===== config.mk =====
export PLATFORM = sky130hd
export DESIGN_NAME = register_file
export DESIGN_NICKNAME = d
export VERILOG_FILES = /design/src/hw/alu_pkg.sv /design/src/hw/register_file.sv
export SDC_FILE = /design/constraint.sdc
export NUM_CORES = 2
export LEC_CHECK = 0
export BUFFER_PORTS_ARGS = -buffer_cell sky130_fd_sc_hd__buf_2
export CORE_ASPECT_RATIO = 0.5
export CORE_UTILIZATION = 40
export CTS_BUF_LIST = sky130_fd_sc_hd__clkbuf_4 sky130_fd_sc_hd__clkbuf_8
export DETAILED_ROUTE_END_ITERATION = 10
export GPL_TIMING_DRIVEN = 0
export HOLD_SLACK_MARGIN = 0.12
export SYNTH_ARGS = -nofsm -noshare
export SYNTH_HDL_FRONTEND = slang
export SYNTH_SLANG_ARGS = --single-unit

===== constraint.sdc =====
create_clock -name clk -period 4.4 [get_ports clk]
set_clock_uncertainty 0.05 [all_clocks]
set_input_delay 0.66 -clock clk [delete_from_list [all_inputs] [get_ports clk]]
set_output_delay 0.66 -clock clk [all_outputs]
set_load 0.05 [all_outputs]

===== src/hw/alu_pkg.sv =====
`default_nettype none

package alu_pkg;

    // 5-bit function codes
    typedef enum logic [4:0] {
        FUNC_SLL  = 5'b00000,
        FUNC_SRL  = 5'b00001,
        FUNC_SRA  = 5'b00010,
        FUNC_MFHI = 5'b00100,
        FUNC_MFLO = 5'b00101,
        FUNC_MUL  = 5'b01000, // signed full product to hi/lo
        FUNC_MULU = 5'b01001,
        FUNC_DIV  = 5'b01010, // quotient to lo and remainder to hi
        FUNC_DIVU = 5'b01011,
        FUNC_ADD  = 5'b01100,
        FUNC_ADDU = 5'b01101,
        FUNC_SUB  = 5'b01110,
        FUNC_SUBU = 5'b01111,
        FUNC_AND  = 5'b10000,
        FUNC_OR   = 5'b10001,
        FUNC_XOR  = 5'b10010,
        FUNC_NOR  = 5'b10011,
        FUNC_SLT  = 5'b11000,
        FUNC_SLTU = 5'b11001,
        FUNC_LU   = 5'b11010, // rt into upper half
        FUNC_BEQ  = 5'b11100,
        FUNC_BNE  = 5'b11101,
        FUNC_BLT  = 5'b11110,
        FUNC_BLEQ = 5'b11111
    } alu_func_t;

    // codes not listed above are unknown and only produce done

    // register index for 32 registers
    typedef logic [4:0] reg_idx_t;

    // sign fix-up cycle after the WIDTH subtract-and-shift steps
    localparam int DIV_CYCLES_EXTRA = 1;

endpackage

`default_nettype wire


===== src/hw/register_file.sv =====
`timescale 1ns/1ns
`default_nettype none

module register_file #(
    parameter int WIDTH = 32
) (
    input  logic              clk,
    input  logic              reset,
    input  alu_pkg::reg_idx_t rs_idx,
    input  alu_pkg::reg_idx_t rt_idx,
    output logic [WIDTH-1:0]  rs_data,
    output logic [WIDTH-1:0]  rt_data,
    input  logic              write,
    input  alu_pkg::reg_idx_t write_idx,
    input  logic [WIDTH-1:0]  write_data
);

    localparam int NUM_REGS = 2 ** $bits(alu_pkg::reg_idx_t);

    logic [WIDTH-1:0] regs [NUM_REGS];

    // register zero is cleared by reset and never written
    always_ff @(posedge clk) begin
        if (reset) begin
            for (int i = 0; i < NUM_REGS; i++) begin
                regs[i] <= '0;
            end
        end else if (write && (write_idx != '0)) begin
            regs[write_idx] <= write_data;
        end
    end

    // combinational reads, a write shows up after the edge
    assign rs_data = regs[rs_idx];
    assign rt_data = regs[rt_idx];

    // an X index would corrupt an unknown register
    a_write_idx_known : assert property (
        @(posedge clk) disable iff (reset)
        write |-> !$isunknown(write_idx)
    ) else $error("register_file: write with unknown index");

endmodule

`default_nettype wire


==> impl_metrics.yaml <==
pwr:
  power_frac_clock_pct: 35.6
  intPower_uw: 16400
  ir_worst_vdd_mv: 0.324
  power_density_nw_per_um2: 373
  seqPwrFrac_pct: 49.8
  comb_power_share_pct: 14.6
  p_sw_share_pct: 29.5
  power_leakage_uw: 0.0246
  power.net_switching_uw: 6850
clock_tree:
  cts_sinks: 1024
  cts_tree: "yes"
  cts-root-buf: "clkbuf_8"
  cts_max_level: 4
  ctsLongestPathBuffers: 3
  post_cts_buffers: 0
  clk_pin_slew_ps: 70
  numCtsBuffers: 162
setup_path:
  crit_type: "in -> out"
  critPathSlowestCell: "buf_2"
  timing.critical_path.mode_cell: "buf_2"
  slowest_delay_ps: 540
  worst_ep_arrival_time_ps: 3720
  cp_max_fo: 10
  cp_cell_sequence: "buf_2, nor2b_1, buf_2, buf_2, buf_1, nand2_1, nand3_1, nand3_1, buf_2"
  critical_path_required_ps: 3690
  crit_path_end_kind: "output pin"
  crit_path_start_kind: "input port"
drt:
  drt_iter0_drc: 6397
  avgRoutedWirePerCell_microns: 32.9
  route.detailed.drc: 0
  drt_pass1_iterations: 6
  antenna_left: 0
  vias: 42600
  vias_per_cell: 6.14
  drt-total-wl_mm: 228
yosys:
  ys_warn_count: 0
  synthCells: 4605
  ys_seq_area_share_pct: 55.0
  synthesis.area_sq_um: 55900
  postSynthAreaPerCell_sq_um: 12.1
  synth_cell_types: 29
  synth_seq_cells: 1024
timing:
  rsz0062_at_grt: "no"
  whs_ps: 225
  worst_pin_slew_ps: 1520
  maxSlewHeadroom_pct: -1.05
  period_minus_slack_ps: 4430
  fmaxAchievable_mhz: 226
  final_hold_viol_count: 0
  fin_ws_ps: -32.6
  drv_slew: 33
  fin_crit_sh_pct: 101
  setup_viol: 1
  fin_tns_setup_ps: -32.6
global_route:
  grt_antenna_before_repair: 20
  grt_overflow: 0
  grt_start_max_net_pins: 33
  grt_use_total_pct: 31.7
  grt_pass1_wl_mm: 309
  grt_pass1_vias: 41100
worst_hold_path:
  holdPathStages: 2
  hold_path.class: "in -> reg"
  hold_end: "regs[1][31]"
  holdCritStartpoint: "write_data[31]"
layout:
  final_cell_mix: "mux2i_1 (1024), edfxtp_1 (1024), and2_1 (994)"
  nFillCells: 12800
  finalNetCount: 4993
  largest_register_ffs: 1024
  seq_area_sq_um: 30700
  regMostFlops: "regs"
  utilization_pct: 45.2
  multiInputGateArea_sq_um: 23100
  drive_gt1_share_pct: 12.2
  area_delta_synth_final_pct: 11.6
  top_regs: "regs (1024)"
die:
  fp.dieW_microns: 531
  die_area_sq_um: 141000
  core_region_area_sq_um: 138000
  die_h_microns: 266
  rows: 96
  ios: 114
  start_util_pct: 40.5
job:
  drv_cap: 2
place:
  portBuffers: 111
  pre_cts_ws_ps: -32.1
  hpwl_mm: 159
  gp_congestion: 0.969
run_status:
  status: "complete, but fails checks"
  violations: "max-capacitance violations, max-slew violations, negative setup slack"
[final cells by class]
cell class	count	share of cell area, %
Multi-Input combinational cell	3166	37.1
Clock inverter	62	0.552
Clock buffer	222	4.37
Tap cell	1862	3.74
Buffer	446	3.50
Sequential cell	1024	49.3
Timing Repair Buffer	143	1.42
Antenna cell	14	0.0562
[how the worst max path moves through the flow]
stage / start / endpoint / slack, ps / cells past startpoint
floorplan: rt_idx[1] / rt_data[25] / 1550 / 8
global placement: rt_idx[0] / rt_data[11] / -40 / 8
detailed placement: rt_idx[0] / rt_data[11] / -30 / 8
CTS: rt_idx[0] / rt_data[11] / 150 / 9
global route: rt_idx[0] / rt_data[14] / 50 / 9
finish: rt_idx[0] / rt_data[13] / -30 / 9
[repair_timing]
item / 4_1_cts / 5_1_grt
endpoints found under the setup margin: 4 / 4
gates resized for setup: 2 / 4
hold buffers: 31 / 0
hold endpoints to repair: 31 / 0
[cells in the mapped netlist]
cell	number	area share [%]
buf_6	12	0.24
nand2b_1	5	0.056
clkbuf_4	7	0.094
nand2_1	196	1.3
a21oi_1	192	1.7
edfxtp_1	1024	55
or2_2	33	0.37
nand3_2	1	0.018
or3_1	2	0.022
nor3_1	64	0.57
nor2_2	7	0.078
a31oi_1	64	0.72
nor2_1	21	0.14
a22oi_1	192	2.6
nor2b_1	5	0.056
and2_1	994	11
clkbuf_2	9	0.081
or3b_4	2	0.040
clkbuf_1	218	1.5
conb_1	1	0.0067
buf_1	24	0.16
buf_4	63	0.85
nor2_4	7	0.14
mux2i_1	1024	18
a22o_1	128	2.0
nand3b_1	3	0.040
buf_2	113	1.0
nand3_1	193	1.7
nand3b_2	1	0.020
[per-layer routing]
metal	routed length (microns)	part of all wire, %	track usage, %	vias up
li1	-	-	-	17500
met1	90300	40	41.4	21600
met2	96200	42	46.2	2915
met3	33000	14	13.5	565
met4	8880	3.9	12.6	8
met5	80	0.035	0	-
[power by group through the flow]
stage               clock network [uW]  logic, uW  registers (uW)
finish                            8280       3400           11600
global route                      8600       3470           11600
CTS                               8220       3270           11600
detailed placement                   0       3250           11800
global placement                     0       3200           11700
floorplan                            0       1990           11700
[worst max-delay path: cells and delay by family]
family                 cells  cell delay [ps]
buffers and inverters      5             1920
AND/OR/NAND/NOR            4             1080
[through the flow]
stage | instance area [sq um] | cells | total power [uW]
after global placement | 58900 | 6609 | 14900
after floorplan | 56000 | 4636 | 13700
after global routing | 62300 | 6929 | 23700
after CTS | 62300 | 6925 | 23000
after detailed placement | 58900 | 6610 | 15000
final | 62400 | 6939 | 23200
[logic make-up (layout without fill, tap and decap cells)]
logic type	after synthesis	count (layout)	share of synthesized area, %
other	1	46	0.00671
multiplexers	1024	1024	18.3
buffers and inverters	446	873	3.90
AO/OA/AOI/OAI	576	576	7.02
flip-flops	1024	1024	55.0
AND/OR/NAND/NOR	1534	1534	15.7
Power figures use the tool's default switching activity.
