==> src/hw/alu_pkg.sv <==
`default_nettype none

package alu_pkg;

    // 5-bit function codes
    typedef enum logic [4:0] {
        FUNC_SLL  = 5'b00000,
        FUNC_SRL  = 5'b00001,
        FUNC_SRA  = 5'b00010,
        FUNC_MFHI = 5'b00100,
        FUNC_MFLO = 5'b00101,
        FUNC_MUL  = 5'b01000, // signed full product to hi/lo
        FUNC_MULU = 5'b01001,
        FUNC_DIV  = 5'b01010, // quotient to lo and remainder to hi
        FUNC_DIVU = 5'b01011,
        FUNC_ADD  = 5'b01100,
        FUNC_ADDU = 5'b01101,
        FUNC_SUB  = 5'b01110,
        FUNC_SUBU = 5'b01111,
        FUNC_AND  = 5'b10000,
        FUNC_OR   = 5'b10001,
        FUNC_XOR  = 5'b10010,
        FUNC_NOR  = 5'b10011,
        FUNC_SLT  = 5'b11000,
        FUNC_SLTU = 5'b11001,
        FUNC_LU   = 5'b11010, // rt into upper half
        FUNC_BEQ  = 5'b11100,
        FUNC_BNE  = 5'b11101,
        FUNC_BLT  = 5'b11110,
        FUNC_BLEQ = 5'b11111
    } alu_func_t;

    // codes not listed above are unknown and only produce done

    // register index for 32 registers
    typedef logic [4:0] reg_idx_t;

    // sign fix-up cycle after the WIDTH subtract-and-shift steps
    localparam int DIV_CYCLES_EXTRA = 1;

endpackage

`default_nettype wire

==> src/hw/arithmetic_logic_unit.sv <==
`timescale 1ns/1ns
`default_nettype none

module arithmetic_logic_unit #(
    parameter int WIDTH = 32
) (
    input  alu_pkg::alu_func_t func,
    input  logic [WIDTH-1:0]   rs,
    input  logic [WIDTH-1:0]   rt,
    output logic [WIDTH-1:0]   rd,
    output logic               branch,
    output logic               writes_rd
);

    localparam int SHAMT_W = $clog2(WIDTH);

    logic [SHAMT_W-1:0] shamt;
    logic               lt_signed;
    logic               lt_unsigned;
    logic               equal;

    assign shamt       = rt[SHAMT_W-1:0];        // low log2(WIDTH) bits only
    assign lt_signed   = $signed(rs) < $signed(rt);
    assign lt_unsigned = rs < rt;
    assign equal       = rs == rt;

    ////////////////////////////////////////////////////////////
    // function decode
    ////////////////////////////////////////////////////////////

    always_comb begin
        rd        = '0;
        branch    = 1'b0;
        writes_rd = 1'b1;

        case (func)
            alu_pkg::FUNC_SLL: begin
                rd = rs << shamt;
            end
            alu_pkg::FUNC_SRL: begin
                rd = rs >> shamt;
            end
            alu_pkg::FUNC_SRA: begin
                rd = $signed(rs) >>> shamt;
            end
            alu_pkg::FUNC_MFHI, alu_pkg::FUNC_MFLO: begin
                rd = '0;                          // core picks hi/lo instead
            end
            alu_pkg::FUNC_ADD, alu_pkg::FUNC_ADDU: begin
                rd = rs + rt;                     // no overflow trap
            end
            alu_pkg::FUNC_SUB, alu_pkg::FUNC_SUBU: begin
                rd = rs - rt;
            end
            alu_pkg::FUNC_AND: begin
                rd = rs & rt;
            end
            alu_pkg::FUNC_OR: begin
                rd = rs | rt;
            end
            alu_pkg::FUNC_XOR: begin
                rd = rs ^ rt;
            end
            alu_pkg::FUNC_NOR: begin
                rd = ~(rs | rt);
            end
            alu_pkg::FUNC_SLT: begin
                rd = {{(WIDTH-1){1'b0}}, lt_signed};
            end
            alu_pkg::FUNC_SLTU: begin
                rd = {{(WIDTH-1){1'b0}}, lt_unsigned};
            end
            alu_pkg::FUNC_LU: begin
                rd = rt << (WIDTH / 2);
            end

            // branch compares, result stays zero
            alu_pkg::FUNC_BEQ: begin
                branch    = equal;
                writes_rd = 1'b0;
            end
            alu_pkg::FUNC_BNE: begin
                branch    = !equal;
                writes_rd = 1'b0;
            end
            alu_pkg::FUNC_BLT: begin
                branch    = lt_signed;
                writes_rd = 1'b0;
            end
            alu_pkg::FUNC_BLEQ: begin
                branch    = lt_signed || equal;
                writes_rd = 1'b0;
            end

            alu_pkg::FUNC_MUL, alu_pkg::FUNC_MULU,
            alu_pkg::FUNC_DIV, alu_pkg::FUNC_DIVU: begin
                writes_rd = 1'b0;                 // handled by mul_div_unit
            end
            default: begin
                writes_rd = 1'b0;                 // unknown code
            end
        endcase
    end

endmodule

`default_nettype wire

==> config.mk <==
export PLATFORM = sky130hd
export DESIGN_NAME = arithmetic_logic_unit
export DESIGN_NICKNAME = d
export VERILOG_FILES = /design/src/hw/alu_pkg.sv /design/src/hw/arithmetic_logic_unit.sv
export SDC_FILE = /design/constraint.sdc
export NUM_CORES = 1
export LEC_CHECK = 0
export ABC_AREA = 1
export BUFFER_PORTS_ARGS = -buffer_cell sky130_fd_sc_hd__buf_2
export CORE_UTILIZATION = 55
export DETAILED_ROUTE_END_ITERATION = 10
export PLACE_DENSITY = 0.86
export SLEW_MARGIN = 10
export SYNTH_ARGS = -nofsm -noshare
export SYNTH_HDL_FRONTEND = slang
export SYNTH_SLANG_ARGS = --single-unit
==> constraint.sdc <==
create_clock -name vclk -period 5.78
set_clock_uncertainty 0.15 [all_clocks]
set_input_delay 1.445 -clock vclk [all_inputs]
set_output_delay 1.445 -clock vclk [all_outputs]
set_load 0.01 [all_outputs]
==> results.py, run 1 <==
metrics = {
    "worst_hold_path": {
        "hold_class": "in2out",
    },
    "sta": {
        "finalWorstSetupSlack_ns": 0.117,
        "hold_viol_final": 0,
        "setup-violations-final": 0,
        "slew_viol_final": 0,
        "setup_tns_ns": 0,
        "fin_crit_sh_pct": 98.0,
        "hold-worst-slack_ns": 3.15,
        "min_period_ns": 5.66,
        "rsz0062_at_grt": "no",
        "slew-limit-headroom_pct": 49.9,
        "worst_pin_slew_ns": 0.751,
        "fmax_mhz": 177,
    },
    "critical_path": {
        "cp.required_ns": 4.18,
        "critPathMaxFanout": 9,
        "crit_path_start_kind": "input pin",
        "cpPeakStageDelay_ns": 0.52,
        "crit_arrival_ns": 4.07,
        "crit_path_top_delay_cell": "ha_1",
        "crit_family": "compound AO/OA/AOI/OAI gates",
        "crit_type": "in2out",
        "crit_top_cell": "nand2_1",
        "crit_buf_inv": 4,
        "cp_cell_sequence": "buf_2 > inv_1 > ha_1 > inv_1 > a21oi_1 > nand2_1 > nand2_1 > nand2_1 > a21oi_1 > nand2_1 > nand2_1 > nand3_1 > a21oi_1 > buf_2",
        "cp-end-kind": "primary output",
    },
    "run": {
        "cap_violations": 0,
    },
    "final_layout": {
        "seq_cell_count": 0,
        "num-clock-buffers": 0,
        "syn_to_final_growth_pct": 5.82,
        "seqCellArea_um2": 0,
        "drive_above_1_share_pct": 8.09,
        "final_nets": 2340,
    },
    "global_route": {
        "grt_first_pass_wirelength_um": 78300,
        "gr-usage-met3_pct": 15.4,
        "overflow": 0,
        "grt_busiest_layer": "met2",
        "grt_max_degree": 75,
        "grt_usage_pct": 52.5,
        "grt_pass1_vias": 13400,
        "grtUsageMet1_pct": 67.5,
        "met2_usage_pct": 76.8,
        "antenna_found_initial": 1,
    },
    "logic_synthesis": {
        "synth_area_per_cell_um2": 4.95,
        "yosysWarnings": 0,
        "syn_area_mm2": 0.0105,
        "synth_top_family_by_area": "simple AND/OR/NAND/NOR gates",
        "ys_types": 48,
        "syn_nets": 2296,
        "synth_compound_area_share_pct": 15.5,
        "syn_inst": 2120,
        "synthXorXnorAreaFrac_pct": 0.334,
        "synth_adder_area_share_pct": 12.9,
        "ys_seq_area_share_pct": 0,
        "synthMuxAreaShare_pct": 0.0954,
        "yosys.area_share.simple_pct": 56.5,
    },
    "floorplanning": {
        "design.core.area_mm2": 0.0187,
        "die_y_um": 140,
        "ios": 103,
        "initial_core_util_pct": 56.1,
        "die_w_um": 140,
        "dieArea_mm2": 0.0196,
        "rows": 50,
    },
    "routing": {
        "vias": 15300,
        "ant_nets": 0,
        "drc": 0,
        "drtIter0Drc": 2522,
        "totalWireLength_um": 53000,
        "via_per_inst": 6.39,
        "wire_per_inst_um": 22.1,
        "drt_pass1_iterations": 7,
    },
    "power": {
        "leakage_nw": 6.29,
        "power_density_mw_per_mm2": 92.9,
        "ir_drop_mv": 0.0895,
    },
    "placed_design": {
        "detailed_place_hpwl_um": 42600,
        "place_congestion": 1.13,
        "preCtsSetupSlack_ns": 0.336,
        "portBuffers": 103,
    },
    "clock_network": {
        "cts_setup_buffers": 0,
        "ctsHoldBuffers": 0,
    },
    "run_status": {
        "outcome": "complete, no violations",
    },
}
==> repair_timing <==
| action | CTS | global route |
|---|---|---|
| resized for setup | 0 | 3 |
| setup endpoints to repair | 0 | 15 |
| endpoints found under the hold margin | 0 | 0 |
==> power breakdown <==
part              total, mW  internal, mW  switching, mW  leakage, nW
registers                 0             0              0            0
clock network  0.0000000232  0.0000000232              0   0.00000634
logic                  1.03         0.291          0.740         6.29
total                  1.03         0.291          0.740         6.29
==> metrics by stage <==
step | cell area, um^2 | util, % | std cells | total power, mW
global placement | 11100 | 59.3 | 2396 | 0.957
finish | 11100 | 59.3 | 2397 | 1.03
global route | 11100 | 59.3 | 2396 | 1.10
CTS | 11100 | 59.3 | 2396 | 0.968
floorplan | 10500 | - | 2120 | 0.635
detailed placement | 11100 | 59.3 | 2396 | 0.964
==> cells in the final DEF (no fill, tap or decap), types with 2 or more instances in the layout <==
cell type,instances
nor3_1,25
nand3_1,360
fa_1,2
nor2_2,3
nand2_2,2
nand4_1,28
buf_12,4
o2111ai_1,4
o21a_1,7
and2_1,10
o21ai_0,92
inv_1,264
ha_1,104
nand2_1,713
o22ai_1,13
nand3_4,2
nor2_8,4
nor2_4,8
inv_4,3
o21ai_1,9
a31oi_1,3
o211ai_1,36
nand3_2,2
a21boi_0,2
o21bai_1,15
inv_2,6
a21oi_1,94
or2_2,2
nor2_1,187
nor4_1,2
buf_4,27
nand3b_1,3
nand2_4,4
xor2_1,3
a211oi_1,2
buf_2,103
o221ai_1,3
==> worst min-delay path, cell delays in order <==
cell     delay (ns)
buf_2          0.15
nand3_1        0.08
a21oi_1        0.05
buf_2          0.13
==> cell type report <==
class | count | area [um^2]
antenna | 1 | 2.50
fill | 2052 | 7610
inverter | 274 | 1040
multi-input combinational | 1754 | 8960
tap | 234 | 293
timing repair buffer | 134 | 798
==> cells by family (layout without fill, tap and decap cells) <==
group / Yosys count / in the layout
and+or+nand+nor: 1358 / 1358
buffers and inverters: 366 / 408
AOI/OAI and AO/OA: 284 / 284
adders and majority gates: 107 / 107
xor gates and xnor gates: 4 / 4
muxes: 1 / 1
other: 0 / 1
==> path summary, 6_finish.rpt <==
kind / from / endpoint / slack, ns / cells past startpoint
setup / recovery: rs[19] / branch / 0.12 / 14
hold / removal: func[3] / branch / 3.15 / 4
==> synth_stat cells (2+ instances only) <==
master       n  share of area [%]
xor2_1       3               0.25
or2_2        2               0.12
o221ai_1     3               0.25
clkbuf_1    21               0.75
nand3_4      2               0.33
nor3_1      25                1.2
a21boi_0     2               0.14
inv_2        5               0.18
and2_1      10               0.60
clkbuf_2     3               0.14
o22ai_1     13               0.78
nand3_1    360                 17
nand3_2      2               0.19
o211ai_1    36                2.6
buf_1       10               0.36
ha_1       105                 13
o21ai_1     10               0.48
a31oi_1      3               0.18
nor2_1     187                6.7
o2111ai_1    4               0.33
nor2_2       3               0.18
inv_4        3               0.18
o21a_1       7               0.50
nand2_2      2               0.12
nor2_8       4               0.76
nor4_1       2               0.12
buf_4       11               0.79
nand2_4      4               0.43
inv_1      265                9.5
fa_1         2               0.38
nand2_1    713                 26
a211oi_1     2               0.14
nand3b_1     3               0.21
a21oi_1     95                4.5
nand4_1     28                1.7
buf_6        7               0.75
nor2_4       8               0.86
o21ai_0     92                4.4
buf_2       40                1.9
o21bai_1    15                1.1
==> per-layer routing <==
metal	routed length, um	share of wire, %
met5	13	0.025
met4	4080	7.7
met3	8150	15
met2	20800	39
met1	19900	38
(Power assumes the default switching activity.)
==> run 2, diff against run 1 <==
Clock period 5.78 ns to 7 ns, I/O delays scaled along.
==> run 2 against run 1 <==
Against the previous run: sequential cell count stayed put; sequential share of layout area stayed put; clock-buffer cell count unchanged; routed wire length fell by 1.6%; cell count decreased by 0.46%; die area is the same.
==> results.py, run 2 (synthesis results as in run 1) <==
metrics = {
    "routing": {
        "vias": 15100,
        "ant_nets": 0,
        "wl_met1_um": 20000,
        "drc": 0,
        "met3_length_um": 7640,
        "via_per_inst": 6.33,
        "drt_pass1_iterations": 6,
        "top_layer_used": "met4",
        "dr_wl_met2_um": 20800,
        "totalWireLength_um": 52100,
        "wire_per_inst_um": 21.9,
        "drtIter0Drc": 2689,
    },
    "sta": {
        "slew_viol_final": 0,
        "min_period_ns": 6.34,
        "rsz0062_at_grt": "no",
        "setup-violations-final": 0,
        "setup_tns_ns": 0,
        "fmax_mhz": 158,
        "fin_crit_sh_pct": 90.5,
        "worst_pin_slew_ns": 0.990,
        "hold-worst-slack_ns": 3.74,
        "hold_viol_final": 0,
        "slew-limit-headroom_pct": 33.4,
    },
    "final_layout": {
        "final_nets": 2330,
        "fillers": 2069,
        "final_util_pct": 58.6,
        "antennaDiodeCount": 0,
        "layout_commonest_cell": "nand2_1",
        "seqCellArea_um2": 0,
        "layout_common_cells": "nand2_1 (713), nand3_1 (360), inv_1 (264)",
        "syn_to_final_growth_pct": 4.57,
        "num-clock-buffers": 0,
        "finalNonFillerCells": 2386,
        "drive_above_1_share_pct": 7.57,
        "seq_cell_count": 0,
        "multi_input_area_mm2": 0.00896,
    },
    "critical_path": {
        "crit_path_start_kind": "input pin",
        "cp.required_ns": 5.10,
        "crit_type": "in2out",
        "crit_arrival_ns": 4.44,
        "cp-end-kind": "primary output",
        "critPathMaxFanout": 10,
    },
    "power": {
        "power_density_mw_per_mm2": 76.0,
        "ir_drop_mv": 0.0429,
        "p_total_uw": 833,
        "leakage_nw": 6.22,
    },
    "floorplanning": {
        "rows": 50,
        "dieArea_mm2": 0.0196,
        "die_y_um": 140,
        "design.core.area_mm2": 0.0187,
        "ios": 103,
        "initial_core_util_pct": 56.1,
        "die_w_um": 140,
    },
    "placed_design": {
        "place_congestion": 1.11,
        "portBuffers": 103,
        "dp.cells": 2386,
        "detailed_place_hpwl_um": 42400,
    },
    "global_route": {
        "grt_max_degree": 73,
        "overflow": 0,
        "grt_first_pass_wirelength_um": 77300,
        "antenna_found_initial": 0,
        "grt_pass1_vias": 13100,
        "grt_usage_pct": 51.8,
    },
    "run": {
        "cap_violations": 0,
    },
    "clock_network": {
        "ctsHoldBuffers": 0,
        "cts_setup_buffers": 0,
        "post_cts_resized": 0,
    },
    "run_status": {
        "outcome": "complete, no violations",
    },
    "worst_hold_path": {
        "hold_class": "in2out",
    },
}
run 2: stage by stage:
step	setup slack, ns	cell area (um^2)
floorplan	1.13	10500
global placement	0.894	11000
global route	0.657	11000
CTS	0.868	11000
detailed placement	0.875	11000
finish	0.662	11000
run 2: layer usage:
metal  GRT usage (%)  vias up
li1                -     6968
met1            69.7     6640
met2            77.0     1277
met3            10.4      217
met4            27.8        0
met5               0        -
run 2: cell type report:
cell class | instances | share of cell area [%]
well taps | 234 | 2.67
multi-input cells | 1754 | 81.7
inverters | 274 | 9.49
repair buffers | 124 | 6.14
run 2: final timing paths:
path                    start  slack (ns)  cells past startpoint      to
worst min-delay path  func[3]        3.74                      4  branch
worst max-delay path    rs[8]        0.66                     13   rd[9]
run 2: report_power, final:
group	switching, mW	total, mW	internal [mW]
clock network	0	0	0
registers	0	0	0
logic	0.603	0.833	0.230
run 2: worst max-delay path, stage by stage:
cell and delay [ns]:
buf_2 0.21, inv_1 0.23, ha_1 0.59, nand2_1 0.19, o21ai_0 0.37, inv_1 0.16, nand3_1 0.26, nand2_1 0.08
nand2_1 0.06, o21ai_0 0.08, nor2_1 0.19, nand2_1 0.11, buf_2 0.15
